$ cat config.mk
export PLATFORM = sky130hd
export DESIGN_NAME = fpga_slave
export DESIGN_NICKNAME = d
export VERILOG_FILES = /design/src/hw/adc_pkg.sv /design/src/hw/uart_pkg.sv /design/src/hw/fpga_slave.sv /design/src/hw/report_sequencer.sv /design/src/hw/adc_capture.sv /design/src/hw/uart_tx.sv /design/src/hw/uart_rx.sv
export SDC_FILE = /design/constraint.sdc
export NUM_CORES = 1
export LEC_CHECK = 0
export BUFFER_PORTS_ARGS = -buffer_cell sky130_fd_sc_hd__buf_4
export CAP_MARGIN = 20
export CORE_ASPECT_RATIO = 0.75
export CORE_MARGIN = 5
export CORE_UTILIZATION = 55
export CTS_CLUSTER_DIAMETER = 150
export DETAILED_ROUTE_END_ITERATION = 7
export GPL_ROUTABILITY_DRIVEN = 0
export GPL_TIMING_DRIVEN = 0
export PLACE_DENSITY = 0.74
export SYNTH_ARGS = -nofsm -noshare
export SYNTH_HDL_FRONTEND = slang
export SYNTH_SLANG_ARGS = --single-unit
$ cat constraint.sdc
create_clock -name sys_clk -period 4.1 [get_ports sys_clk]
set_input_delay 0.205 -clock sys_clk [delete_from_list [all_inputs] [get_ports sys_clk]]
set_output_delay 0.205 -clock sys_clk [all_outputs]
set_load 0.01 [all_outputs]
$ cat src/hw/adc_pkg.sv
package adc_pkg;

    localparam int ADC_CODE_BITS = 12;
    localparam int MV_BITS       = 12;

    // full scale input range of the converter
    localparam int FULL_SCALE_MV = 2000;

    // mv = code * FULL_SCALE_MV / 2^ADC_CODE_BITS, truncated
    localparam int SCALE_SHIFT = ADC_CODE_BITS;

    // 12-bit code times an 11-bit constant
    localparam int MV_PRODUCT_BITS = ADC_CODE_BITS + 11;

    typedef logic [ADC_CODE_BITS-1:0]   adc_code_t;
    typedef logic [MV_BITS-1:0]         millivolt_t;
    typedef logic [MV_PRODUCT_BITS-1:0] mv_product_t;

endpackage

$ cat src/hw/uart_pkg.sv
package uart_pkg;

    // one serial data byte, also used for report characters
    typedef logic [7:0] uart_byte_t;

    // position of a character inside the report line
    typedef logic [3:0] char_idx_t;

    // report/echo sequencer states
    typedef enum logic [1:0]
    {
        IDLE,   // one cycle after reset
        SEND,   // report line in progress
        WAIT    // gap between reports, echo active
    } report_state_t;

    // "A1=hhh A2=hhh" plus cr lf
    localparam int REPORT_LEN = 15;

    localparam uart_byte_t CHAR_CR = 8'h0D;
    localparam uart_byte_t CHAR_LF = 8'h0A;

endpackage
$ cat src/hw/fpga_slave.sv
module fpga_slave
#(
    parameter int CLKS_PER_BIT  = 868,
    parameter int REPORT_CYCLES = 100_000_000,
    parameter int SAMPLE_DIV    = 100
)
(
    input  logic               sys_clk,
    input  logic               sys_rst_n,
    input  logic               uart_rx,
    output logic               uart_tx,
    input  adc_pkg::adc_code_t ad1_in,
    input  adc_pkg::adc_code_t ad2_in
);

    uart_pkg::uart_byte_t rx_data;
    logic                 rx_valid;
    uart_pkg::uart_byte_t tx_data;
    logic                 tx_valid;
    logic                 tx_ready;
    adc_pkg::millivolt_t  volt_ch1;
    adc_pkg::millivolt_t  volt_ch2;

    uart_rx #(.CLKS_PER_BIT(CLKS_PER_BIT)) uart_rx_inst
    (
        .sys_clk   (sys_clk),
        .sys_rst_n (sys_rst_n),
        .rx_pin    (uart_rx),
        .rx_data   (rx_data),
        .rx_valid  (rx_valid)  // always accepted, no back-pressure
    );

    uart_tx #(.CLKS_PER_BIT(CLKS_PER_BIT)) uart_tx_inst
    (
        .sys_clk   (sys_clk),
        .sys_rst_n (sys_rst_n),
        .tx_data   (tx_data),
        .tx_valid  (tx_valid),
        .tx_ready  (tx_ready),
        .tx_pin    (uart_tx)
    );

    adc_capture #(.SAMPLE_DIV(SAMPLE_DIV)) adc_inst
    (
        .sys_clk   (sys_clk),
        .sys_rst_n (sys_rst_n),
        .ad1_in    (ad1_in),
        .ad2_in    (ad2_in),
        .volt_ch1  (volt_ch1),
        .volt_ch2  (volt_ch2)
    );

    report_sequencer #(.REPORT_CYCLES(REPORT_CYCLES)) seq_inst
    (
        .sys_clk   (sys_clk),
        .sys_rst_n (sys_rst_n),
        .volt_ch1  (volt_ch1),
        .volt_ch2  (volt_ch2),
        .rx_data   (rx_data),
        .rx_valid  (rx_valid),
        .tx_data   (tx_data),
        .tx_valid  (tx_valid),
        .tx_ready  (tx_ready)
    );

endmodule

$ cat src/hw/report_sequencer.sv
module report_sequencer
#(
    parameter int REPORT_CYCLES = 100_000_000
)
(
    input  logic                 sys_clk,
    input  logic                 sys_rst_n,
    input  adc_pkg::millivolt_t  volt_ch1,
    input  adc_pkg::millivolt_t  volt_ch2,
    input  uart_pkg::uart_byte_t rx_data,
    input  logic                 rx_valid,
    output uart_pkg::uart_byte_t tx_data,
    output logic                 tx_valid,
    input  logic                 tx_ready
);

    localparam int WAIT_W = $clog2(REPORT_CYCLES + 1);
    localparam logic [WAIT_W-1:0] WAIT_LAST = WAIT_W'(REPORT_CYCLES - 1);
    localparam uart_pkg::char_idx_t LAST_IDX = uart_pkg::char_idx_t'(uart_pkg::REPORT_LEN - 1);

    uart_pkg::report_state_t state;
    uart_pkg::report_state_t state_d;
    uart_pkg::char_idx_t     char_idx;
    logic [WAIT_W-1:0]       wait_cnt;
    logic                    wait_done;
    logic                    tx_fire;
    adc_pkg::millivolt_t     v1_q;
    adc_pkg::millivolt_t     v2_q;

    function automatic uart_pkg::uart_byte_t hex_char(input logic [3:0] nib);
        if (nib < 4'd10)
            return 8'h30 + {4'h0, nib}; // '0'..'9'
        else
            return 8'h37 + {4'h0, nib}; // 'A'..'F'
    endfunction

    function automatic uart_pkg::uart_byte_t report_char(
        input uart_pkg::char_idx_t idx,
        input adc_pkg::millivolt_t v1,
        input adc_pkg::millivolt_t v2
    );
        case (idx)
            4'd0:    return "A";
            4'd1:    return "1";
            4'd2:    return "=";
            4'd3:    return hex_char(v1[11:8]);
            4'd4:    return hex_char(v1[7:4]);
            4'd5:    return hex_char(v1[3:0]);
            4'd6:    return " ";
            4'd7:    return "A";
            4'd8:    return "2";
            4'd9:    return "=";
            4'd10:   return hex_char(v2[11:8]);
            4'd11:   return hex_char(v2[7:4]);
            4'd12:   return hex_char(v2[3:0]);
            4'd13:   return uart_pkg::CHAR_CR;
            default: return uart_pkg::CHAR_LF;
        endcase
    endfunction

    assign tx_fire   = tx_valid && tx_ready;
    assign wait_done = (wait_cnt == WAIT_LAST);

    always_comb
    begin
        state_d = state;
        case (state)
            uart_pkg::IDLE:
                state_d = uart_pkg::SEND;
            uart_pkg::SEND:
                if (tx_fire && char_idx == LAST_IDX)
                    state_d = uart_pkg::WAIT;
            uart_pkg::WAIT:
                if (wait_done && !tx_valid) // let a pending echo drain first
                    state_d = uart_pkg::SEND;
            default:
                state_d = uart_pkg::IDLE;
        endcase
    end

    always_ff @(posedge sys_clk or negedge sys_rst_n)
    begin
        if (!sys_rst_n)
            state <= uart_pkg::IDLE;
        else
            state <= state_d;
    end

    always_ff @(posedge sys_clk or negedge sys_rst_n)
    begin
        if (!sys_rst_n)
            wait_cnt <= '0;
        else if (state != uart_pkg::WAIT)
            wait_cnt <= '0;
        else if (!wait_done)
            wait_cnt <= wait_cnt + 1'b1;
    end

    // one snapshot per report line
    always_ff @(posedge sys_clk or negedge sys_rst_n)
    begin
        if (!sys_rst_n)
        begin
            v1_q <= '0;
            v2_q <= '0;
        end
        else if (state_d == uart_pkg::SEND && state != uart_pkg::SEND)
        begin
            v1_q <= volt_ch1;
            v2_q <= volt_ch2;
        end
    end

    // tx_data/tx_valid double as the echo hold register
    always_ff @(posedge sys_clk or negedge sys_rst_n)
    begin
        if (!sys_rst_n)
        begin
            tx_valid <= 1'b0;
            tx_data  <= '0;
            char_idx <= '0;
        end
        else if (tx_fire)
        begin
            tx_valid <= 1'b0;
            if (state == uart_pkg::SEND)
                char_idx <= (char_idx == LAST_IDX) ? '0 : char_idx + 1'b1;
        end
        else if (!tx_valid)
        begin
            if (state == uart_pkg::SEND)
            begin
                tx_data  <= report_char(char_idx, v1_q, v2_q);
                tx_valid <= 1'b1;
            end
            else if (state == uart_pkg::WAIT && state_d == uart_pkg::WAIT && rx_valid)
            begin
                tx_data  <= rx_data; // echo byte into the hold register
                tx_valid <= 1'b1;
            end
        end
    end

    a_tx_hold_stable: assert property (@(posedge sys_clk) disable iff (!sys_rst_n)
        (tx_valid && !tx_ready) |=> (tx_valid && $stable(tx_data)))
        else $error("report_sequencer changed tx_data before handshake");

endmodule

$ cat src/hw/adc_capture.sv
module adc_capture
#(
    parameter int SAMPLE_DIV = 100
)
(
    input  logic                sys_clk,
    input  logic                sys_rst_n,
    input  adc_pkg::adc_code_t  ad1_in,
    input  adc_pkg::adc_code_t  ad2_in,
    output adc_pkg::millivolt_t volt_ch1,
    output adc_pkg::millivolt_t volt_ch2
);

    localparam int DIV_W = $clog2(SAMPLE_DIV + 1);

    logic [DIV_W-1:0]   div_cnt;
    logic               strobe;
    logic               code_vld;
    adc_pkg::adc_code_t code1_q;
    adc_pkg::adc_code_t code2_q;

    function automatic adc_pkg::millivolt_t code_to_mv(input adc_pkg::adc_code_t code);
        adc_pkg::mv_product_t prod;
        prod = adc_pkg::mv_product_t'(code) * adc_pkg::mv_product_t'(adc_pkg::FULL_SCALE_MV);
        return adc_pkg::millivolt_t'(prod >> adc_pkg::SCALE_SHIFT);
    endfunction

    assign strobe = (div_cnt == DIV_W'(SAMPLE_DIV - 1));

    always_ff @(posedge sys_clk or negedge sys_rst_n)
    begin
        if (!sys_rst_n)
            div_cnt <= '0;
        else if (strobe)
            div_cnt <= '0;
        else
            div_cnt <= div_cnt + 1'b1;
    end

    // stage 1 grabs the pins
    always_ff @(posedge sys_clk)
    begin
        if (strobe)
        begin
            code1_q <= ad1_in;
            code2_q <= ad2_in;
        end
    end

    // stage 2 scales, outputs move two cycles after the strobe
    always_ff @(posedge sys_clk or negedge sys_rst_n)
    begin
        if (!sys_rst_n)
        begin
            code_vld <= 1'b0;
            volt_ch1 <= '0;
            volt_ch2 <= '0;
        end
        else
        begin
            code_vld <= strobe;
            if (code_vld)
            begin
                volt_ch1 <= code_to_mv(code1_q);
                volt_ch2 <= code_to_mv(code2_q);
            end
        end
    end

    a_mv_in_range: assert property (@(posedge sys_clk) disable iff (!sys_rst_n)
        (volt_ch1 <= adc_pkg::FULL_SCALE_MV) && (volt_ch2 <= adc_pkg::FULL_SCALE_MV))
        else $error("adc_capture millivolt output above full scale");

endmodule

$ cat src/hw/uart_tx.sv
module uart_tx
#(
    parameter int CLKS_PER_BIT = 868
)
(
    input  logic                 sys_clk,
    input  logic                 sys_rst_n,
    input  uart_pkg::uart_byte_t tx_data,
    input  logic                 tx_valid,
    output logic                 tx_ready,
    output logic                 tx_pin
);

    localparam int CNT_W = $clog2(CLKS_PER_BIT + 1);
    localparam logic [CNT_W-1:0] BIT_LAST = CNT_W'(CLKS_PER_BIT - 1);

    typedef enum logic
    {
        TX_IDLE,
        TX_SEND
    } tx_state_t;

    tx_state_t        state;
    logic [CNT_W-1:0] clk_cnt;
    logic [3:0]       bit_idx;
    logic [9:0]       frame;   // stop, data msb..lsb, start

    always_ff @(posedge sys_clk or negedge sys_rst_n)
    begin
        if (!sys_rst_n)
        begin
            state   <= TX_IDLE;
            clk_cnt <= '0;
            bit_idx <= '0;
            frame   <= '1; // line idles high
        end
        else if (state == TX_IDLE)
        begin
            if (tx_valid)
            begin
                frame   <= {1'b1, tx_data, 1'b0};
                state   <= TX_SEND;
                clk_cnt <= '0;
                bit_idx <= '0;
            end
        end
        else if (clk_cnt == BIT_LAST)
        begin
            clk_cnt <= '0;
            frame   <= {1'b1, frame[9:1]}; // shift in idle level
            if (bit_idx == 4'd9)
                state <= TX_IDLE;
            else
                bit_idx <= bit_idx + 1'b1;
        end
        else
            clk_cnt <= clk_cnt + 1'b1;
    end

    assign tx_ready = (state == TX_IDLE);
    assign tx_pin   = frame[0];

    // the stop bit must be fully out before a new byte is taken
    a_idle_line_high: assert property (@(posedge sys_clk) disable iff (!sys_rst_n)
        tx_ready |-> tx_pin)
        else $error("uart_tx line low while ready");

endmodule

$ cat src/hw/uart_rx.sv
module uart_rx
#(
    parameter int CLKS_PER_BIT = 868
)
(
    input  logic                 sys_clk,
    input  logic                 sys_rst_n,
    input  logic                 rx_pin,
    output uart_pkg::uart_byte_t rx_data,
    output logic                 rx_valid
);

    localparam int CNT_W = $clog2(CLKS_PER_BIT + 1);
    localparam logic [CNT_W-1:0] BIT_LAST  = CNT_W'(CLKS_PER_BIT - 1);
    localparam logic [CNT_W-1:0] HALF_LAST = CNT_W'(CLKS_PER_BIT / 2 - 1);

    typedef enum logic [1:0]
    {
        RX_IDLE,
        RX_START,
        RX_DATA,
        RX_STOP
    } rx_state_t;

    rx_state_t            state;
    logic                 rx_meta;
    logic                 rx_sync;
    logic                 rx_prev;
    logic [CNT_W-1:0]     clk_cnt;
    logic [2:0]           bit_idx;
    uart_pkg::uart_byte_t shift_q;

    // two flops against metastability, third one for edge detect
    always_ff @(posedge sys_clk or negedge sys_rst_n)
    begin
        if (!sys_rst_n)
        begin
            rx_meta <= 1'b1;
            rx_sync <= 1'b1;
            rx_prev <= 1'b1;
        end
        else
        begin
            rx_meta <= rx_pin;
            rx_sync <= rx_meta;
            rx_prev <= rx_sync;
        end
    end

    always_ff @(posedge sys_clk or negedge sys_rst_n)
    begin
        if (!sys_rst_n)
        begin
            state    <= RX_IDLE;
            clk_cnt  <= '0;
            bit_idx  <= '0;
            rx_valid <= 1'b0;
        end
        else
        begin
            rx_valid <= 1'b0;
            case (state)
                RX_IDLE:
                begin
                    clk_cnt <= '0;
                    bit_idx <= '0;
                    if (rx_prev && !rx_sync) // falling edge, maybe a start bit
                        state <= RX_START;
                end
                RX_START:
                begin
                    if (clk_cnt == HALF_LAST)
                    begin
                        clk_cnt <= '0;
                        state   <= rx_sync ? RX_IDLE : RX_DATA; // glitch if high again
                    end
                    else
                        clk_cnt <= clk_cnt + 1'b1;
                end
                RX_DATA:
                begin
                    if (clk_cnt == BIT_LAST)
                    begin
                        clk_cnt <= '0;
                        bit_idx <= bit_idx + 1'b1;
                        if (bit_idx == 3'd7)
                            state <= RX_STOP;
                    end
                    else
                        clk_cnt <= clk_cnt + 1'b1;
                end
                RX_STOP:
                begin
                    if (clk_cnt == BIT_LAST)
                    begin
                        clk_cnt  <= '0;
                        rx_valid <= rx_sync; // bad stop bit drops the byte
                        state    <= RX_IDLE;
                    end
                    else
                        clk_cnt <= clk_cnt + 1'b1;
                end
                default:
                    state <= RX_IDLE;
            endcase
        end
    end

    // lsb arrives first
    always_ff @(posedge sys_clk)
    begin
        if (state == RX_DATA && clk_cnt == BIT_LAST)
            shift_q <= {rx_sync, shift_q[7:1]};
    end

    assign rx_data = shift_q;

endmodule

==> results.sh <==
export IMPL_cp_start_kind="register"
export IMPL_io_buffers=27
export IMPL_slowest_delay_ns=0.52
export IMPL_synthCells=1109
export IMPL_worst_slack_ns=-0.289
export IMPL_clkTransAtPathRegs_ns=0.07
export IMPL_hold_path_class="primary input to async pin"
export IMPL_post_place_ws_ns=-0.589
export IMPL_fillers=1575
export IMPL_clockRootBuffer="clkbuf_16"
export IMPL_cpMostUsedCell="fa_1"
export IMPL_yosysTopAreaCellShare_pct=26.9
export IMPL_tightest_slew_ns=0.970
export IMPL_clk_latency_ns=0.44
export IMPL_synthTopCellsByArea="dfrtp_1 (27%), fa_1 (13%), ha_1 (11%)"
export IMPL_cts_made_buffers=17
export IMPL_drv_slew=0
export IMPL_violations="negative setup slack"
export IMPL_seq_area_um2=4400
export IMPL_area_growth_pct=20.1
export IMPL_ys_seq_area_share_pct=37.8
export IMPL_antenna_found_initial=0
export IMPL_synthTopCellsByCount="inv_1 (142), dfrtp_1 (125), ha_1 (99), o21ai_0 (77), fa_1 (74)"
export IMPL_finalSetupViolations=10
export IMPL_grt_pass1_vias=8603
export IMPL_drc=0
export IMPL_grt_max_degree=76
export IMPL_cp_required_ns=4.42
export IMPL_clock_skew_ns=0.0103
export IMPL_multi_input_area_um2=6920
export IMPL_timing_hold_ws_ns=0.304
export IMPL_design_die_area_um2=24200
export IMPL_num_antenna_cells=0
export IMPL_grt_util_all_layers_pct=20.7
export IMPL_via_count=8621
export IMPL_postPlaceCellArea_um2=12300
export IMPL_synth_area_um2=11600
export IMPL_power_mw=3.46
export IMPL_htree_levels=4
export IMPL_path_class="register to register"
export IMPL_clock_fmax_ghz=0.228
export IMPL_critPathSlowestCell="fa_1"
export IMPL_drt_total_wl_mm=24.3
export IMPL_clkSinkCount=169
export IMPL_final_area_um2=14000
export IMPL_rsz0062_at_grt="true"
export IMPL_outcome="finished with violations"
export IMPL_arrival_ns=4.71
export IMPL_yosysMostFrequentCell="inv_1"
export IMPL_grt_overflow=0
export IMPL_synth_top_cell_by_area="dfrtp_1"
export IMPL_worst_setup_path_end_kind="register"
export IMPL_vdd_drop_max_v=0.000294
export IMPL_vias_per_cell=5.56
export IMPL_drtPass1Iterations=5
export IMPL_drtIter0Drc=616
export IMPL_yosysUniqueCellTypes=74
export IMPL_crit_family="adder cells"
export IMPL_num_io_pins=28
export IMPL_post_route_period_util_pct=107
export IMPL_yosysWarnings=0
export IMPL_ys_ff_latch=169
export IMPL_routedWlPerCell_um=15.7
export IMPL_hold_viol_final=0
export IMPL_fin_crit_ns=4.39
export IMPL_grt_pass1_wl_mm=41.0
export IMPL_start_util_pct=55.5
export IMPL_cts_tree="yes"
export IMPL_synthArstFlopShare_pct=81.1
export IMPL_powerDensity_nw_per_um2=248
export IMPL_path_buf_inv=3
export IMPL_worstPathCellList="inv_2 > fa_1 > fa_1 > fa_1 > inv_1 > fa_1 > ha_4 > nor2_4 > o211ai_1 > a32o_2 > a221o_1 > buf_4 > xor2_1 > mux2_2"
export IMPL_ys_flop_type="dfrtp_1"
export IMPL_coreArea_um2=21000
export IMPL_clk_path_buf_depth=2
export IMPL_relSlewSlack_pct=34.4
export IMPL_synth_edf_count=32
export IMPL_layout_drive_gt1_share_pct=20.0
export IMPL_nets=1450
export IMPL_syn_nets=1309
export IMPL_die_w_um=178
export IMPL_place_hpwl_mm=16.2
export IMPL_die_h_um=136
export IMPL_crit_fanout=3
export IMPL_leakage_nw=6.35
export IMPL_drv_cap=0
export IMPL_avgSynthCellArea_um2=10.5
export IMPL_antenna_left=0
export IMPL_row_count=46
## stage by stage
| step | setup TNS, ns | util [%] | instances |
|---|---|---|---|
| after floorplan | -0.309 | - | 1109 |
| after global placement | -14.80 | 58.6 | 1424 |
| after detailed placement | -3.24 | 58.9 | 1427 |
| after CTS | -0.462 | 65.5 | 1535 |
| after global routing | -3.15 | 66.7 | 1551 |
| final | -1.39 | 66.7 | 1551 |
## where the power goes
part / internal, mW / switching [mW]
Combinational: 0.0628 / 0.0899
Sequential: 1.74 / 0.0290
Clock: 0.799 / 0.748
Total: 2.60 / 0.867
## final cells by class
cell class	instances	area share [%]
sequential	169	31.5
clock inverter	15	0.931
inverter	142	3.89
multi-input combinational	766	49.5
buffer	32	1.17
tap	288	2.58
timing repair buffer	122	7.36
clock buffer	17	3.04
## placed cells by master, fill, tap and decap left out, drive strengths merged, types with 11 or more instances in the layout
cell type    netlist  routed
a21oi             51      51
a31oi             11      11
and3              21      21
buf                8     104
clkbuf            24      41
dfrtp            125     125
dfstp             12      12
dlygate4sd3        0      26
edfxtp            32      32
fa                74      74
ha                99      99
inv              142     152
mux2              33      33
nand2             71      71
nand2b            16      16
nand3             29      29
nand4             16      16
nor2              59      59
nor2b             12      12
nor3              12      12
o21ai             77      77
xnor2             31      31
xor2              19      19
## sequential cells by signal (all words and copies together) (netlist names), 10 cells and up, named ones only
register and flops:
adc_inst.code1_q 12, adc_inst.code2_q 12, adc_inst.volt_ch1 11, adc_inst.volt_ch2 11, seq_inst.v1_q 11, seq_inst.v2_q 11, seq_inst.wait_cnt 27, uart_rx_inst.clk_cnt 10
uart_tx_inst.clk_cnt 10
## layer usage
metal / up-vias / part of all wire, % / wire, um / track usage, %
met5: - / 0 / 0 / 0
met4: 0 / 1.6 / 386 / 5.75
met3: 39 / 5.0 / 1220 / 3.53
met2: 222 / 48 / 11600 / 33.5
met1: 4241 / 46 / 11200 / 29.1
li1: 4119 / - / - / -
## what timing repair did
item | CTS | global route
setup endpoints to repair | 17 | 17
buffers inserted | 50 | 16
cloned | 0 | 0
hold buffers | 26 | 0
pin swaps | 40 | 25
resized for setup | 38 | 24
endpoints found under the hold margin | 82 | 0
## final timing paths
kind | startpoint | to | slack [ns] | cells past startpoint
worst max-delay path | adc_inst.code1_q[2]$_DFFE_PP_ | adc_inst.volt_ch1[9]$_DFFE_PN0P_ | -0.29 | 14
worst min-delay path | sys_rst_n | uart_tx_inst.clk_cnt[7]$_DFFE_PN0P_ | 0.30 | 2
worst max register to register | adc_inst.code1_q[2]$_DFFE_PP_ | adc_inst.volt_ch1[9]$_DFFE_PN0P_ | -0.29 | 14
worst min register to register | uart_rx_inst.rx_meta$_DFF_PN1_ | uart_rx_inst.rx_sync$_DFF_PN1_ | 0.37 | 0
max in group asynchronous | sys_rst_n | uart_rx_inst.rx_prev$_DFF_PN1_ | 3.00 | 3
min in group sys_clk | uart_rx_inst.rx_meta$_DFF_PN1_ | uart_rx_inst.rx_sync$_DFF_PN1_ | 0.37 | 0
## cells by family (layout without fill, tap and decap cells)
logic type      count (synthesis)  in the layout  synth area share, %
compound gates                211            211                 11.2
xor+xnor                       50             50                 3.76
fa+ha+maj                     173            173                 23.4
buf+inv                       174            328                 5.99
flops                         169            169                 37.8
mux                            43             43                 4.70
simple gates                  289            289                 13.1
(Power assumes the default switching activity.)
